<file path="config.mk">
export PLATFORM = sky130hd
export DESIGN_NAME = prefetch_top
export DESIGN_NICKNAME = d
export VERILOG_FILES = /design/src/design/prefetch_cfg_pkg.sv /design/src/design/prefetch_mem_pkg.sv /design/src/design/prefetch_ctrl_if.sv /design/src/design/line_fifo.sv /design/src/design/prefetch_regs.sv /design/src/design/prefetch_engine.sv /design/src/design/prefetch_top.sv
export SDC_FILE = /design/constraint.sdc
export NUM_CORES = 1
export LEC_CHECK = 0
export BUFFER_PORTS_ARGS = -buffer_cell sky130_fd_sc_hd__buf_2
export CAP_MARGIN = 5
export CORE_ASPECT_RATIO = 0.7
export CORE_MARGIN = 3
export CORE_UTILIZATION = 53
export CTS_CLUSTER_SIZE = 28
export DETAILED_ROUTE_END_ITERATION = 12
export GPL_TIMING_DRIVEN = 0
export PLACE_DENSITY = 0.72
export SLEW_MARGIN = 20
export SYNTH_ARGS = -nofsm -noshare
export SYNTH_HDL_FRONTEND = slang
export SYNTH_SLANG_ARGS = --single-unit
</file>
<file path="constraint.sdc">
create_clock -name clk -period 6.7 [get_ports clk]
set_input_delay 0.67 -clock clk [delete_from_list [all_inputs] [get_ports clk]]
set_output_delay 0.67 -clock clk [all_outputs]
set_load 0.005 [all_outputs]
</file>
<file path="src/design/prefetch_cfg_pkg.sv">
package prefetch_cfg_pkg;

    typedef logic [7:0]  apb_addr_t;
    typedef logic [31:0] apb_data_t;
    typedef logic [31:0] count_t;    // Line counts

    // Register map, byte offsets
    localparam apb_addr_t reg_ctrl      = 8'h00;
    localparam apb_addr_t reg_status    = 8'h04;
    localparam apb_addr_t reg_base      = 8'h08;
    localparam apb_addr_t reg_length    = 8'h0C;
    localparam apb_addr_t reg_delivered = 8'h10;

    localparam int ctrl_start_bit  = 0;   // Write 1 to start
    localparam int status_busy_bit = 0;
    localparam int status_done_bit = 1;   // Sticky, cleared by start

endpackage

</file>
<file path="src/design/prefetch_mem_pkg.sv">
package prefetch_mem_pkg;

    // Addresses count in lines, not bytes
    typedef logic [31:0] line_addr_t;

    // One memory line, also the stream payload
    typedef logic [63:0] line_t;

endpackage

</file>
<file path="src/design/prefetch_ctrl_if.sv">
`timescale 1ns/1ps

interface prefetch_ctrl_if
    import prefetch_cfg_pkg::*;
    import prefetch_mem_pkg::*;
();
    logic       start;       // One cycle pulse
    line_addr_t base;
    count_t     length;
    logic       busy;
    logic       done_pulse;
    count_t     delivered;

    modport regs_side
    (
        output start,
        output base,
        output length,
        input  busy,
        input  done_pulse,
        input  delivered
    );

    modport engine_side
    (
        input  start,
        input  base,
        input  length,
        output busy,
        output done_pulse,
        output delivered
    );

endinterface

</file>
<file path="src/design/line_fifo.sv">
`timescale 1ns/1ps

module line_fifo
    import prefetch_mem_pkg::*;
#(
    parameter int DEPTH = 8
)
(
    input  logic                     clk,
    input  logic                     reset,
    input  logic                     wr_en,
    input  line_t                    wr_data,
    output logic                     rd_valid,
    input  logic                     rd_ready,
    output line_t                    rd_data,
    output logic [$clog2(DEPTH):0]   count
);

    localparam int AW = $clog2(DEPTH);

    line_t          mem [DEPTH];
    logic [AW-1:0]  wr_ptr;
    logic [AW-1:0]  rd_ptr;
    logic           rd_fire;

    // Head entry is always presented
    assign rd_valid = (count != '0);
    assign rd_data  = mem[rd_ptr];
    assign rd_fire  = rd_valid && rd_ready;

    always_ff @(posedge clk)
    begin
        if (wr_en)
            mem[wr_ptr] <= wr_data;
    end

    always_ff @(posedge clk)
    begin
        if (reset)
        begin
            wr_ptr <= '0;
            rd_ptr <= '0;
            count  <= '0;
        end
        else
        begin
            wr_ptr <= wr_ptr + AW'(wr_en);   // Pointers wrap, DEPTH is a power of two
            rd_ptr <= rd_ptr + AW'(rd_fire);
            case ({wr_en, rd_fire})
                2'b10:   count <= count + 1'b1;
                2'b01:   count <= count - 1'b1;
                default: count <= count;
            endcase
        end
    end

endmodule

</file>
<file path="src/design/prefetch_regs.sv">
`timescale 1ns/1ps

module prefetch_regs
    import prefetch_cfg_pkg::*;
(
    input  logic      clk,
    input  logic      reset,

    // APB slave, zero wait
    input  logic      psel,
    input  logic      penable,
    input  logic      pwrite,
    input  apb_addr_t paddr,
    input  apb_data_t pwdata,
    output apb_data_t prdata,
    output logic      pslverr,

    prefetch_ctrl_if.regs_side ctrl
);

    logic access;
    logic wr_en;
    logic mapped;
    logic done;

    assign access  = psel && penable;
    assign wr_en   = access && pwrite;
    assign pslverr = access && !mapped;

    always_ff @(posedge clk)
    begin
        if (reset)
        begin
            ctrl.start  <= 1'b0;
            ctrl.base   <= '0;
            ctrl.length <= '0;
            done        <= 1'b0;
        end
        else
        begin
            // Start is dropped while an operation runs
            ctrl.start <= wr_en && (paddr == reg_ctrl) && pwdata[ctrl_start_bit]
                          && !ctrl.busy && !ctrl.start;
            if (wr_en && (paddr == reg_base))
                ctrl.base <= pwdata;
            if (wr_en && (paddr == reg_length))
                ctrl.length <= pwdata;
            if (ctrl.start)
                done <= 1'b0;
            else if (ctrl.done_pulse)
                done <= 1'b1;
        end
    end

    // Read mux and offset decode
    always_comb
    begin
        prdata = '0;
        mapped = 1'b1;
        case (paddr)
            reg_ctrl:      prdata = '0;   // Start bit reads back zero
            reg_status:
            begin
                prdata[status_busy_bit] = ctrl.busy;
                prdata[status_done_bit] = done;
            end
            reg_base:      prdata = ctrl.base;
            reg_length:    prdata = ctrl.length;
            reg_delivered: prdata = ctrl.delivered;
            default:       mapped = 1'b0;
        endcase
    end

endmodule

</file>
<file path="src/design/prefetch_engine.sv">
`timescale 1ns/1ps

module prefetch_engine
    import prefetch_cfg_pkg::*;
    import prefetch_mem_pkg::*;
#(
    parameter int FIFO_DEPTH = 8
)
(
    input  logic       clk,
    input  logic       reset,

    prefetch_ctrl_if.engine_side ctrl,

    output logic       mem_req_valid,
    input  logic       mem_req_ready,
    output line_addr_t mem_req_addr,
    input  logic       mem_rsp_valid,
    input  line_t      mem_rsp_data,

    output logic       line_valid,
    input  logic       line_ready,
    output line_t      line_data
);

    localparam int CW = $clog2(FIFO_DEPTH) + 1;

    typedef enum logic {state_idle, state_read} state_t;

    state_t        state;
    line_addr_t    base_q;
    count_t        length_q;
    count_t        req_cnt;          // Lines issued so far
    count_t        delivered_cnt;
    count_t        delivered_next;
    logic [CW-1:0] in_flight;        // Issued, response not yet back
    logic [CW-1:0] fifo_count;
    logic [CW-1:0] credit;
    logic          issue;
    logic          line_fire;
    logic          finish;

    line_fifo #(.DEPTH(FIFO_DEPTH)) line_buf
    (
        .clk,
        .reset,
        .wr_en    (mem_rsp_valid),
        .wr_data  (mem_rsp_data),
        .rd_valid (line_valid),
        .rd_ready (line_ready),
        .rd_data  (line_data),
        .count    (fifo_count)
    );

    // A request held in the output register already owns its credit
    assign credit = CW'(FIFO_DEPTH) - (in_flight + fifo_count);
    assign issue  = (state == state_read) && (!mem_req_valid || mem_req_ready)
                    && (req_cnt < length_q) && (credit != '0);

    assign line_fire      = line_valid && line_ready;
    assign delivered_next = delivered_cnt + count_t'(line_fire);
    assign finish         = (state == state_read) && (delivered_next == length_q);

    assign ctrl.busy      = (state == state_read);
    assign ctrl.delivered = delivered_cnt;

    always_ff @(posedge clk)
    begin
        if (reset)
        begin
            state           <= state_idle;
            req_cnt         <= '0;
            delivered_cnt   <= '0;
            in_flight       <= '0;
            mem_req_valid   <= 1'b0;
            ctrl.done_pulse <= 1'b0;
        end
        else
        begin
            ctrl.done_pulse <= 1'b0;

            if (issue)
            begin
                mem_req_valid <= 1'b1;
                req_cnt       <= req_cnt + 1'b1;
            end
            else if (mem_req_ready)
                mem_req_valid <= 1'b0;

            case ({issue, mem_rsp_valid})
                2'b10:   in_flight <= in_flight + 1'b1;
                2'b01:   in_flight <= in_flight - 1'b1;
                default: in_flight <= in_flight;
            endcase

            case (state)
                state_idle:
                begin
                    if (ctrl.start)
                    begin
                        req_cnt       <= '0;
                        delivered_cnt <= '0;
                        state         <= state_read;
                    end
                end
                state_read:
                begin
                    delivered_cnt <= delivered_next;
                    if (finish)   // Covers length 0 too
                    begin
                        state           <= state_idle;
                        ctrl.done_pulse <= 1'b1;
                    end
                end
                default: state <= state_idle;
            endcase
        end
    end

    always_ff @(posedge clk)
    begin
        if ((state == state_idle) && ctrl.start)
        begin
            base_q   <= ctrl.base;
            length_q <= ctrl.length;
        end
        if (issue)
            mem_req_addr <= base_q + line_addr_t'(req_cnt);
    end

endmodule

</file>
<file path="src/design/prefetch_top.sv">
`timescale 1ns/1ps

module prefetch_top
    import prefetch_cfg_pkg::*;
    import prefetch_mem_pkg::*;
#(
    parameter int FIFO_DEPTH = 8   // Power of two
)
(
    input  logic       clk,
    input  logic       reset,

    // APB
    input  logic       psel,
    input  logic       penable,
    input  logic       pwrite,
    input  apb_addr_t  paddr,
    input  apb_data_t  pwdata,
    output apb_data_t  prdata,
    output logic       pslverr,

    // Memory read port
    output logic       mem_req_valid,
    input  logic       mem_req_ready,
    output line_addr_t mem_req_addr,
    input  logic       mem_rsp_valid,
    input  line_t      mem_rsp_data,

    // Line stream to the consumer
    output logic       line_valid,
    input  logic       line_ready,
    output line_t      line_data
);

    prefetch_ctrl_if ctrl_if ();

    prefetch_regs regs0
    (
        .clk,
        .reset,
        .psel,
        .penable,
        .pwrite,
        .paddr,
        .pwdata,
        .prdata,
        .pslverr,
        .ctrl (ctrl_if.regs_side)
    );

    prefetch_engine #(.FIFO_DEPTH(FIFO_DEPTH)) engine0
    (
        .clk,
        .reset,
        .ctrl (ctrl_if.engine_side),
        .mem_req_valid,
        .mem_req_ready,
        .mem_req_addr,
        .mem_rsp_valid,
        .mem_rsp_data,
        .line_valid,
        .line_ready,
        .line_data
    );

endmodule

</file>
* After elaboration in Yosys (flattened, before gate mapping) *
Memory sizes are Yosys's and may differ from the RTL's. A register that Yosys moved wholly into a read port is not among the register bits.
Cells that the tools add are included.
W data, S select, Z words.

operators by class
  add/sub/neg operators = 11
  $lt $le $gt $ge = 1
  equal/unequal tests = 10
  mux-type cells = 19
  bitwise operators = 1
  reduce and logical (&&, ||, !) cells = 29

operators with widths
  kind                     count
  $mux W32                 4
  $pmux W30 S3             1
  $pmux W32 S2             1
  $add A32 B1 Y32          1
  $add A32 B1 Y32 const B  1
  $add A32 B32 Y32         1
  $eq A32 B32 Y1           1
  $lt A32 B32 Y1           1
  $eq A8 B4 Y1 const B     2
  $pmux W4 S2              2
  $logic_and A1 B1 Y1      15
  $add A4 B1 Y4 const B    2
  $eq A8 B3 Y1 const B     1
  $eq A8 B5 Y1 const B     1
  $logic_not A8 Y1         1
  $mux W1                  8
  $pmux W2 S4              1
  $reduce_bool A4 Y1       2
  $sub A4 B1 Y4 const B    2
  $add A3 B1 Y3            2
  $reduce_bool A2 Y1       3
  $reduce_or A5 Y1         1
  $add A4 B4 Y4            1
  $eq A2 B1 Y1 const B     2
  9 further kinds          14

word-level totals
  flip-flop bits (word level) = 243
  memory bits (writable) = 512
  memories kept = 1

memory list
  memory                words  width  rd ports  clocked after memory_dff  wr ports  RTL line         source
  engine0.line_buf.mem  8      64     1         1                         1         line_fifo.sv:21  line_t mem [DEPTH];

* Longest topological paths before layout *
Gate-level depths: netlist of the first run.

  word-level depth = 8
  gate-level depth with buffers = 18

* By module *
A second synthesis of the first run with hierarchy kept.

unflattened totals
  cells, all modules = 2202
  area, all modules = 33189.3 µm²

by module, submodules not included
  module           times used  cells each  area each (µm²)
  line_fifo        1           802         19765.2
  prefetch_engine  1           1025        9953.3
  prefetch_regs    1           375         3470.8

* Least setup slack after synthesis of the first run *
No wires, ideal clock.

  kind = input -> register
  start point = input port mem_rsp_valid
  end point = memory engine0.line_buf.mem[0][0] in the netlist's numbering (enable)
  setup time = 0.565 ns
  arrival = 5.116 ns
  data required time = 6.135 ns
  slack = 1.019 ns
  stages on the path = 2
  path buffers = 0
  path through = nand2b_1 > nor3_1

on the way
  word-level cells in the longest chain between the ends = 2

RTL lines
  what                           RTL line            source
  from (decl)                    prefetch_top.sv:26  input logic mem_rsp_valid,
  $mux W1                        line_fifo.sv:33     if (wr_en)
  $mux W1 (not written as such)  line_fifo.sv:34     mem[wr_ptr] <= wr_data;
  to (decl)                      line_fifo.sv:21

No other way between the ends.

* Worst setup path in the final report of the first run *
  start point = register engine0.req_cnt[29]
  end point = register engine0.in_flight[2]

on the way
  word-level cells in the longest chain between the ends = 5

RTL lines
  what                                                      RTL line               source
  from (decl)                                               prefetch_engine.sv:33  count_t req_cnt;
  from (signal assigned)                                    prefetch_engine.sv:85  req_cnt <= req_cnt + 1'b1;
  $lt A32 B32 Y1 *                                          prefetch_engine.sv:58  && (req_cnt < length_q) && (credit != '0);
  $logic_and A1 B1 Y1 * (2 in series)                       prefetch_engine.sv:58
  $eq A2 B1 Y1 / $eq A2 B2 Y1 (equally long branches)       prefetch_engine.sv:90  case ({issue, mem_rsp_valid})
  $pmux W4 S2 / $reduce_bool A2 Y1 (equally long branches)  --
  to (signal assigned)                                      prefetch_engine.sv:91  2'b10: in_flight <= in_flight + 1'b1;
  to (signal assigned)                                      prefetch_engine.sv:92  2'b01: in_flight <= in_flight - 1'b1;
  to (signal assigned)                                      prefetch_engine.sv:93  default: in_flight <= in_flight;
  to (decl)                                                 prefetch_engine.sv:36  logic [CW-1:0] in_flight;

Mark *: on every way between the ends. The rest lies on a longest branch, timed or not.
A chain may end at the register's enable or synchronous reset.

==> results of run 1 <==
[metal layers]
| metal | vias to the layer above | routed length, um | track usage, % |
|---|---|---|---|
| li1 | 9260 | - | - |
| met1 | 10420 | 35310 | 38.23 |
| met2 | 870 | 37380 | 38.14 |
| met3 | 105 | 7625 | 6.058 |
| met4 | 4 | 1307 | 5.268 |
| met5 | - | 23 | 0 |
[registers in the layout (all words and copies together), names as in the netlist, 32 cells and up]
name / cells
engine0.base_q: 32
engine0.mem_req_addr: 32
engine0.ctrl.delivered: 32
engine0.line_buf.mem: 512
engine0.req_cnt: 32
engine0.length_q: 32
regs0.ctrl.length: 32
regs0.ctrl.base: 32
[cell type report]
type	instances	area (um2)	share of cell area, %
clock buffers	90	1923	5.092
clock inverters	42	451.7	1.196
flip-flops and latches	755	21200	56.14
plain buffers	117	451.7	1.196
well taps	808	1011	2.677
multi-input cells	1299	10570	27.98
repair buffers	283	1943	5.145
inverters	58	217.7	0.5765
diodes	1	2.502	0.006626
[worst max path at each step]
stage,endpoint,slack [ps]
finish,engine0.in_flight[2]$_SDFFE_PP0P_,1690
floorplan,engine0.line_buf.mem[0][0]$_DFFE_PP_,1020
global placement,engine0.line_buf.mem[4][17]$_DFFE_PP_,-3530
detailed placement,engine0.in_flight[2]$_SDFFE_PP0P_,1930
global route,engine0.in_flight[2]$_SDFFE_PP0P_,1530
CTS,engine0.in_flight[2]$_SDFFE_PP0P_,1900
[kinds of logic after synthesis]
kind of cell             share of synthesized area (%)
XOR/XNOR                                         2.300
adder cells (fa/ha/maj)                          3.239
AND/OR/NAND/NOR                                  8.233
flip-flops                                       65.49
buffers and inverters                            2.068
multiplexers                                     12.28
AO/OA/AOI/OAI                                    6.393
[critical path, delay by kind of cell (launching register included)]
kind                     cells  cell delay, ps
AND/OR/NAND/NOR              6            1670
buffers and inverters        2            1070
XOR/XNOR                     2             260
flip-flops                   1             450
AO/OA/AOI/OAI                4             710
adder cells (fa/ha/maj)      3             770
[power breakdown]
group | switching, mW | internal (mW)
combinational | 0.853 | 0.905
clock | 1.78 | 2.30
sequential | 0.0416 | 5.15
total | 2.68 | 8.36
[placed cells by master (no fill, tap or decap), drive strengths merged, types with 33 or more instances in the layout]
| master | n |
|---|---|
| o21ai | 95 |
| nand3 | 34 |
| edfxtp | 608 |
| nor2 | 79 |
| nand4 | 33 |
| xnor2 | 65 |
| nand2 | 227 |
| mux2 | 65 |
| buf | 309 |
| mux4 | 128 |
| mux2i | 36 |
| inv | 60 |
| clkinv | 33 |
| clkbuf | 181 |
| dfxtp | 147 |
| a21oi | 167 |
| ha | 79 |
==> flow_summary.json, run 1 <==
{
  "ios": 243,
  "vias": 20660,
  "setup_viol": 0,
  "syn_inst": 2229,
  "grt_pass1_vias": 20160,
  "cts.sinks": 755,
  "coreArea_um2": 60150,
  "layout.cells.non_filler": 3453,
  "p_leak_nw": 12.92,
  "yosys-top-cells-count": "edfxtp_1 (608), nand2_1 (227), a21oi_1 (167)",
  "hp-class": "primary input to register",
  "start_util_pct": 53.82,
  "layout-drive-gt1-share_pct": 23.00,
  "min_from": "pwdata[2]",
  "maxCapViolCount": 0,
  "wire_per_inst_um": 23.64,
  "path_max_fanout": 10,
  "synth_top_area_share_pct": 56.40,
  "hpwl_um": 58850,
  "globalRouteOverflowTotal": 0,
  "dpl_cell_area_um2": 35380,
  "die_area_um2": 64130,
  "skew_ps": 20.40,
  "postCtsSetupRepairBufs": 0,
  "ctsHoldBuffers": 0,
  "antenna_left": 0,
  "dr.first_iter.drc_count": 2346,
  "rows": 75,
  "grt_start_max_net_pins": 33,
  "num-fill-cells": 4375,
  "yosysSeqAreaShare_pct": 65.49,
  "synth_area_um2": 32370,
  "crit_slowest_cell": "buf_1",
  "track_usage_pct": 25.42,
  "fp.dieW_um": 301.4,
  "antenna_found_initial": 4,
  "syn_area_per_cell_um2": 14.52,
  "ctsResizeCount": 0,
  "numPortBuffers": 241,
  "die_h_um": 212.8,
  "rsz0062_at_grt": "no",
  "hold_viol": 0,
  "critPathMaxStageDelay_ps": 550,
  "fin_crit_sh_pct": 74.83,
  "ff2ff_path_depth": 17,
  "cts-root-buf": "clkbuf_16",
  "wl_um": 81640,
  "firstDrtPassIters": 5,
  "drc": 0,
  "period_needed_ps": 5014,
  "gp_congestion": 0.9828,
  "setup_ws_ps": 1686,
  "hold_depth": 3,
  "hold_end": "regs0.ctrl.length[2]$_SDFFE_PP0P_",
  "crit_chain": "ha_1 > a21oi_1 > nor2b_1 > o21ai_0 > nand4b_1 > nor2_1 > clkbuf_1 > buf_1 > nand2_1 > or2_2 > ha_1 > xor2_1 > ha_1 > a21oi_1 > xor2_1 > or3_1 > a21oi_1",
  "clk_pin_slew_ps": 60,
  "vias_per_cell": 5.982,
  "grt_pass1_wl_um": 122300,
  "fin_setup_tns_ps": 0,
  "tightest_slew_ps": 1231,
  "slew_headroom_pct": 17.31,
  "design_area_um2": 37770,
  "crit_arrival_ps": 5560,
  "htreeDepth": 3,
  "cts_buffer_depth": 3,
  "ys_ff_latch": 755,
  "hold_ws_ps": 305.7,
  "cp-end-kind": "register",
  "dp_slack_ps": 1929,
  "cts_tree": "yes",
  "crit_required_ps": 7250,
  "worstReg2RegEnd": "engine0.in_flight[2]$_SDFFE_PP0P_",
  "placedCellCount": 3319,
  "synth.most_common_cell": "edfxtp_1",
  "synth_edf_count": 608,
  "p_total_mw": 11.04,
  "synth_cell_types": 63,
  "powerDensity_nw_per_um2": 292.2,
  "utilization_pct": 62.79,
  "slew_viol_final": 0,
  "r2r_slack_ps": 1690,
  "irDropWorstVdd_uv": 211.6,
  "outcome": "complete, no violations",
  "path_class": "register to register",
  "numCtsBuffers": 72,
  "async_reset_ff_share_pct": 0,
  "fin_nets": 2780,
  "start_kind": "register",
  "critPathLaunch": "engine0.req_cnt[29]$_SDFF_PP0_",
  "synth_fp_nets": 2423,
  "area_growth_pct": 16.66,
  "synthFlopType": "edfxtp_1",
  "reg2reg_from": "engine0.req_cnt[29]$_SDFF_PP0_",
  "clk_latency_ps": 620,
  "yosys_warnings": 0,
  "yosysTopAreaCell": "edfxtp_1",
  "ys_top_cells_by_area": "edfxtp_1 (56%), dfxtp_1 (9.1%), mux4_2 (8.9%)",
  "fmax_mhz": 199.5
}
No activity file was read; power rests on OpenSTA's default activity.
==> run 2, diff against run 1 <==
==> constraint.sdc (replaced) <==
create_clock -name clk -period 4.9 [get_ports clk]
set_input_delay 0.49 -clock clk [delete_from_list [all_inputs] [get_ports clk]]
set_output_delay 0.49 -clock clk [all_outputs]
set_load 0.005 [all_outputs]
==> run 2 against run 1 <==
Compared with the run above:
- sequential share of layout area decreased by 0.074 points
- critical path type unchanged
- combinational power up 37%
- critical path depth down 4
- highest routed layer is now met4
- power up 38%
- critical endpoint is now engine0.ctrl.done_pulse$_SDFF_PP0_
==> flow_summary.json, run 2 (synthesis gave the netlist of run 1 again) <==
{
  "gp_congestion": 1.056,
  "antenna_found_initial": 6,
  "crit_required_ps": 5440,
  "grt_pass1_vias": 20330,
  "start_util_pct": 53.82,
  "cts.sinks": 755,
  "cts_buffer_depth": 3,
  "hpwl_um": 59230,
  "cp-end-kind": "register",
  "path_class": "register to register",
  "fin_nets": 2771,
  "hp-class": "primary input to register",
  "tightest_slew_ps": 1109,
  "irDropWorstVdd_uv": 350.5,
  "fp.dieW_um": 301.4,
  "regArea_um2": 21200,
  "p_total_mw": 15.25,
  "powerDensity_nw_per_um2": 403.3,
  "globalRouteOverflowTotal": 0,
  "numCtsBuffers": 73,
  "layout_commonest_cell": "edfxtp_1",
  "grt_pass1_wl_um": 124300,
  "layout.cells.non_filler": 3449,
  "antenna_left": 0,
  "hold_viol": 0,
  "rsz0062_at_grt": "no",
  "ios": 243,
  "slew_headroom_pct": 25.47,
  "cts-root-buf": "clkbuf_16",
  "die_area_um2": 64130,
  "track_usage_pct": 25.97,
  "rows": 75,
  "setup_viol": 0,
  "period_needed_ps": 4790,
  "clk_latency_ps": 630,
  "cts_tree": "yes",
  "area_growth_pct": 16.82,
  "htreeDepth": 3,
  "num-fill-cells": 4342,
  "fmax_mhz": 208.8,
  "layout-drive-gt1-share_pct": 23.23,
  "dr.first_iter.drc_count": 2500,
  "skew_ps": 18.28,
  "crit_arrival_ps": 5330,
  "top_register": "engine0.line_buf.mem",
  "grt_start_max_net_pins": 33,
  "placedCellCount": 3310,
  "postCtsSetupRepairBufs": 0,
  "p_leak_nw": 12.90,
  "multi_input_area_um2": 10600,
  "numPortBuffers": 241,
  "wire_per_inst_um": 24.32,
  "fin_crit_sh_pct": 97.75,
  "layout_common_cells": "edfxtp_1 (608), buf_2 (245), nand2_1 (227)",
  "path_max_fanout": 7,
  "ctsHoldBuffers": 0,
  "largest_register_ffs": 512,
  "die_h_um": 212.8,
  "start_kind": "register",
  "vias_per_cell": 6.051,
  "wl_um": 83890,
  "drc": 0,
  "outcome": "complete, no violations",
  "slew_viol_final": 0,
  "clk_pin_slew_ps": 60,
  "firstDrtPassIters": 6,
  "maxCapViolCount": 0,
  "coreArea_um2": 60150,
  "vias": 20870
}
[run 2: cell count changes in the layout (fill, tap and decap cells not counted), sizes merged]
cell | before | now
buf | 309 | 296
clkinv | 33 | 26
clkbuf | 181 | 186
clkinvlp | 1 | 6
diode | 1 | 6
bufinv | 6 | 7
[run 2: worst paths after layout]
| check | end | cells past startpoint | start | slack (ps) |
|---|---|---|---|---|
| max | engine0.ctrl.done_pulse$_SDFF_PP0_ | 13 | engine0.line_buf.count[0]$_SDFFE_PP0P_ | 110 |
| min | regs0.ctrl.base[21]$_SDFFE_PP0P_ | 3 | pwdata[21] | 120 |
| max reg2reg | engine0.ctrl.done_pulse$_SDFF_PP0_ | 13 | engine0.line_buf.count[0]$_SDFFE_PP0P_ | 110 |
| min reg2reg | engine0.base_q[12]$_DFFE_PP_ | 0 | regs0.ctrl.base[12]$_SDFFE_PP0P_ | 460 |
[run 2: layer usage]
| layer | routed length [um] | part of all wire (%) | up-vias | global-route usage (%) |
|---|---|---|---|---|
| met2 | 38180 | 46 | 949 | 39.10 |
| met4 | 1644 | 2.0 | 0 | 6.123 |
| met5 | 0 | 0 | - | 0 |
| met3 | 8088 | 9.6 | 125 | 6.465 |
| met1 | 35980 | 43 | 10540 | 38.45 |
| li1 | - | - | 9258 | - |
[run 2: stage by stage]
step	TNS [ps]	hold WS [ps]	cell area (um2)	setup WS [ps]	utilization, %
CTS	0	88.03	37780	22.93	62.81
finish	0	116.6	37820	110.4	62.87
detailed placement	-248.9	445.5	35340	-197.3	58.76
floorplan	0	424.5	32380	573.6	-
global route	0	95.43	37810	21.61	62.86
global placement	-902320	445.1	34600	-1771	57.52
[run 2: area by class of cell]
class                           instances  area share (%)
Timing Repair Buffer                  273           4.983
Tap cell                              808           2.673
Antenna cell                            6         0.03970
Buffer                                117           1.214
Sequential cell                       755           56.06
Clock buffer                           92           5.155
Multi-Input combinational cell       1299           28.03
Clock inverter                         41           1.271
Inverter                               58          0.5757
[run 2: what timing repair did]
item,in CTS,in global routing
endpoints found under the setup margin,2,3
resized for setup,2,6
cloned,0,0
[run 2: report_power, final]
| group | internal, mW | switching [mW] | leakage, nW | total [mW] |
|---|---|---|---|---|
| Combinational | 1.23 | 1.19 | 5.19 | 2.42 |
| Sequential | 7.04 | 0.0548 | 6.54 | 7.10 |
| Clock | 3.24 | 2.50 | 1.17 | 5.73 |
| Total | 11.5 | 3.74 | 12.9 | 15.3 |
[run 2: critical path, cell delays in order (launching register included)]
cell and delay (ps):
dfxtp_1 340, or4_1 620, and2_1 280, ha_1 260, ha_1 270, and4_1 290
and3_1 180, buf_2 170, nand4_1 310, o21ai_0 260, or4_1 660, nor4_1 380
and4_1 450, nor2b_1 230
==> run 3, diff against run 2 <==
==> constraint.sdc (replaced) <==
create_clock -name clk -period 4.8 [get_ports clk]
set_input_delay 0.48 -clock clk [delete_from_list [all_inputs] [get_ports clk]]
set_output_delay 0.48 -clock clk [all_outputs]
set_load 0.005 [all_outputs]
==> run 3 against run 2 <==
Compared with the run above:
- register-to-register slack improved by 30 ps
- critical path depth increased by 5
- clock skew increased by 1.8 ps
- count of clock-buffer cells in the layout unchanged
- fmax increased by 2.7%
- via count about the same
- clock power increased by 2%
- power increased by 2.1%
- critical endpoint is now engine0.in_flight[2]$_SDFFE_PP0P_
- sequential power increased by 2%
- non-clock buffer count increased by 1
- first-iteration DRC count increased by 0.64%
==> flow_summary.json, run 3 (synthesis gave the netlist of run 1 again) <==
{
  "outcome": "complete, no violations",
  "critPathMaxStageDelay_ps": 440,
  "wl_um": 83920,
  "layout.cells.non_filler": 3450,
  "cts-root-buf": "clkbuf_16",
  "numPortBuffers": 241,
  "crit_family": "simple AND/OR/NAND/NOR gates",
  "rows": 75,
  "hold_ws_ps": 101.6,
  "p_leak_nw": 12.91,
  "layout_commonest_cell": "edfxtp_1",
  "reg2reg_from": "engine0.length_q[29]$_DFFE_PP_",
  "path_max_fanout": 10,
  "maxCapViolCount": 0,
  "ff2ff_path_depth": 18,
  "r2r_slack_ps": 140,
  "layout_common_cells": "edfxtp_1 (608), buf_2 (244), nand2_1 (227)",
  "worstReg2RegEnd": "engine0.in_flight[2]$_SDFFE_PP0P_",
  "hp-class": "primary input to register",
  "die_h_um": 212.8,
  "antenna_found_initial": 6,
  "powerDensity_nw_per_um2": 411.7,
  "tightest_slew_ps": 1149,
  "start_util_pct": 53.82,
  "grt_use_met2_pct": 39.10,
  "placedCellCount": 3310,
  "grt_pass1_wl_um": 124300,
  "grtUsageMet1_pct": 38.45,
  "antenna_left": 0,
  "setup_viol": 0,
  "firstDrtPassIters": 8,
  "skew_ps": 20.09,
  "grt_pass1_vias": 20330,
  "path_class": "register to register",
  "slew_headroom_pct": 22.81,
  "cp-end-kind": "register",
  "fin_setup_tns_ps": 0,
  "gr-usage-met3_pct": 6.465,
  "wire_per_inst_um": 24.33,
  "clk_latency_ps": 640,
  "crit_arrival_ps": 5210,
  "globalRouteOverflowTotal": 0,
  "top_register": "engine0.line_buf.mem",
  "fmax_mhz": 214.5,
  "htreeDepth": 3,
  "dr.first_iter.drc_count": 2516,
  "clk_pin_slew_ps": 70,
  "coreArea_um2": 60150,
  "cts_buffer_depth": 3,
  "drc": 0,
  "crit_chain": "inv_1 > ha_1 > a21oi_1 > nor2b_1 > o21ai_0 > nand4b_1 > nor2_1 > clkbuf_2 > clkbuf_4 > nand2_1 > or2_2 > ha_1 > xor2_1 > ha_1 > a21oi_1 > xor2_1 > or3_1 > a21oi_1",
  "cts_tree": "yes",
  "die_area_um2": 64130,
  "layout-drive-gt1-share_pct": 23.29,
  "vias_per_cell": 6.043,
  "period_needed_ps": 4663,
  "cp.depth": 18,
  "track_usage_pct": 25.97,
  "start_kind": "register",
  "crit_slowest_cell": "nand4b_1",
  "largest_register_ffs": 512,
  "fp.dieW_um": 301.4,
  "num-fill-cells": 4343,
  "busiest_layer": "met2",
  "grt_start_max_net_pins": 33,
  "area_growth_pct": 16.86,
  "vias": 20850,
  "fin_crit_sh_pct": 97.14,
  "hold_viol": 0,
  "irDropWorstVdd_uv": 359.2,
  "gp_congestion": 1.056,
  "rsz0062_at_grt": "no",
  "ios": 243,
  "cp-endpoint": "engine0.in_flight[2]$_SDFFE_PP0P_",
  "critPathBufInv": 3,
  "numCtsBuffers": 73,
  "fin_nets": 2772,
  "crit_required_ps": 5340,
  "cts.sinks": 755,
  "critPathLaunch": "engine0.length_q[29]$_DFFE_PP_",
  "hpwl_um": 59230,
  "slew_viol_final": 0,
  "utilization_pct": 62.89
}
==> run 3: cell types whose count changed in the layout (fill, tap and decap cells not counted) <==
cell	before	now
a2111oi_0	3	2
a2111oi_1	0	1
and4_1	12	11
and4_2	0	1
buf_2	245	244
buf_4	0	1
clkbuf_4	0	1
==> run 3: cell type report <==
type	count	area, um2	area share [%]
sequential	755	21200	56.04
tap	808	1011	2.672
antenna	6	15.01	0.03969
clock inverter	41	480.5	1.270
buffer	117	461.7	1.220
timing repair buffer	274	1892	5.001
clock buffer	92	1949	5.153
multi-input combinational	1299	10600	28.02
inverter	58	217.7	0.5755
==> run 3: routing by layer <==
metal / wire [um] / up-vias
li1: - / 9260
met1: 36330 / 10510
met2: 38140 / 962
met3: 7765 / 121
met4: 1686 / 0
met5: 0 / -
==> run 3: where the power goes <==
group          internal (mW)  total (mW)  switching [mW]
sequential              7.19        7.24          0.0560
combinational           1.26        2.47            1.21
clock                   3.31        5.86            2.55
total                   11.8        15.6            3.82
==> run 3: per-stage QoR <==
stage	total power, mW	setup slack (ps)	cell area (um2)
6_report	15.58	137.3	37830
5_1_grt	16.13	14.74	37830
4_1_cts	15.69	82.56	37780
3_5_place_dp	9.864	-297.3	35340
3_3_place_gp	9.773	-1871	34600
2_1_floorplan	9.010	473.6	32380
==> run 3: what timing repair did <==
| item | 4_1_cts | 5_1_grt |
|---|---|---|
| hold buffers | 0 | 0 |
| endpoints found under the setup margin | 3 | 5 |
| setup buffers | 0 | 1 |
| resized for setup | 3 | 7 |
==> run 3: how the worst min path moves through the flow <==
| stage | from | endpoint | slack (ps) | cells past startpoint |
|---|---|---|---|---|
| after global placement | regs0.ctrl.length[20]$_SDFFE_PP0P_ | engine0.length_q[20]$_DFFE_PP_ | 450 | 0 |
| final | pwdata[17] | regs0.ctrl.base[17]$_SDFFE_PP0P_ | 100 | 3 |
| after global routing | pwdata[23] | regs0.ctrl.length[23]$_SDFFE_PP0P_ | 90 | 3 |
| after floorplan | regs0.ctrl.length[0]$_SDFFE_PP0P_ | engine0.length_q[0]$_DFFE_PP_ | 420 | 0 |
| after detailed placement | regs0.ctrl.length[23]$_SDFFE_PP0P_ | engine0.length_q[23]$_DFFE_PP_ | 450 | 0 |
| after CTS | pwdata[22] | regs0.ctrl.base[22]$_SDFFE_PP0P_ | 80 | 3 |
==> run 3: worst register-to-register path, delay by kind of cell (launching register included) <==
kind                       cells  cell delay [ps]
DFF                            1              410
and+or+nand+nor                6             1670
adders and majority gates      3              720
buffers and inverters          3              880
AOI/OAI and AO/OA              4              640
xor gates and xnor gates       2              260
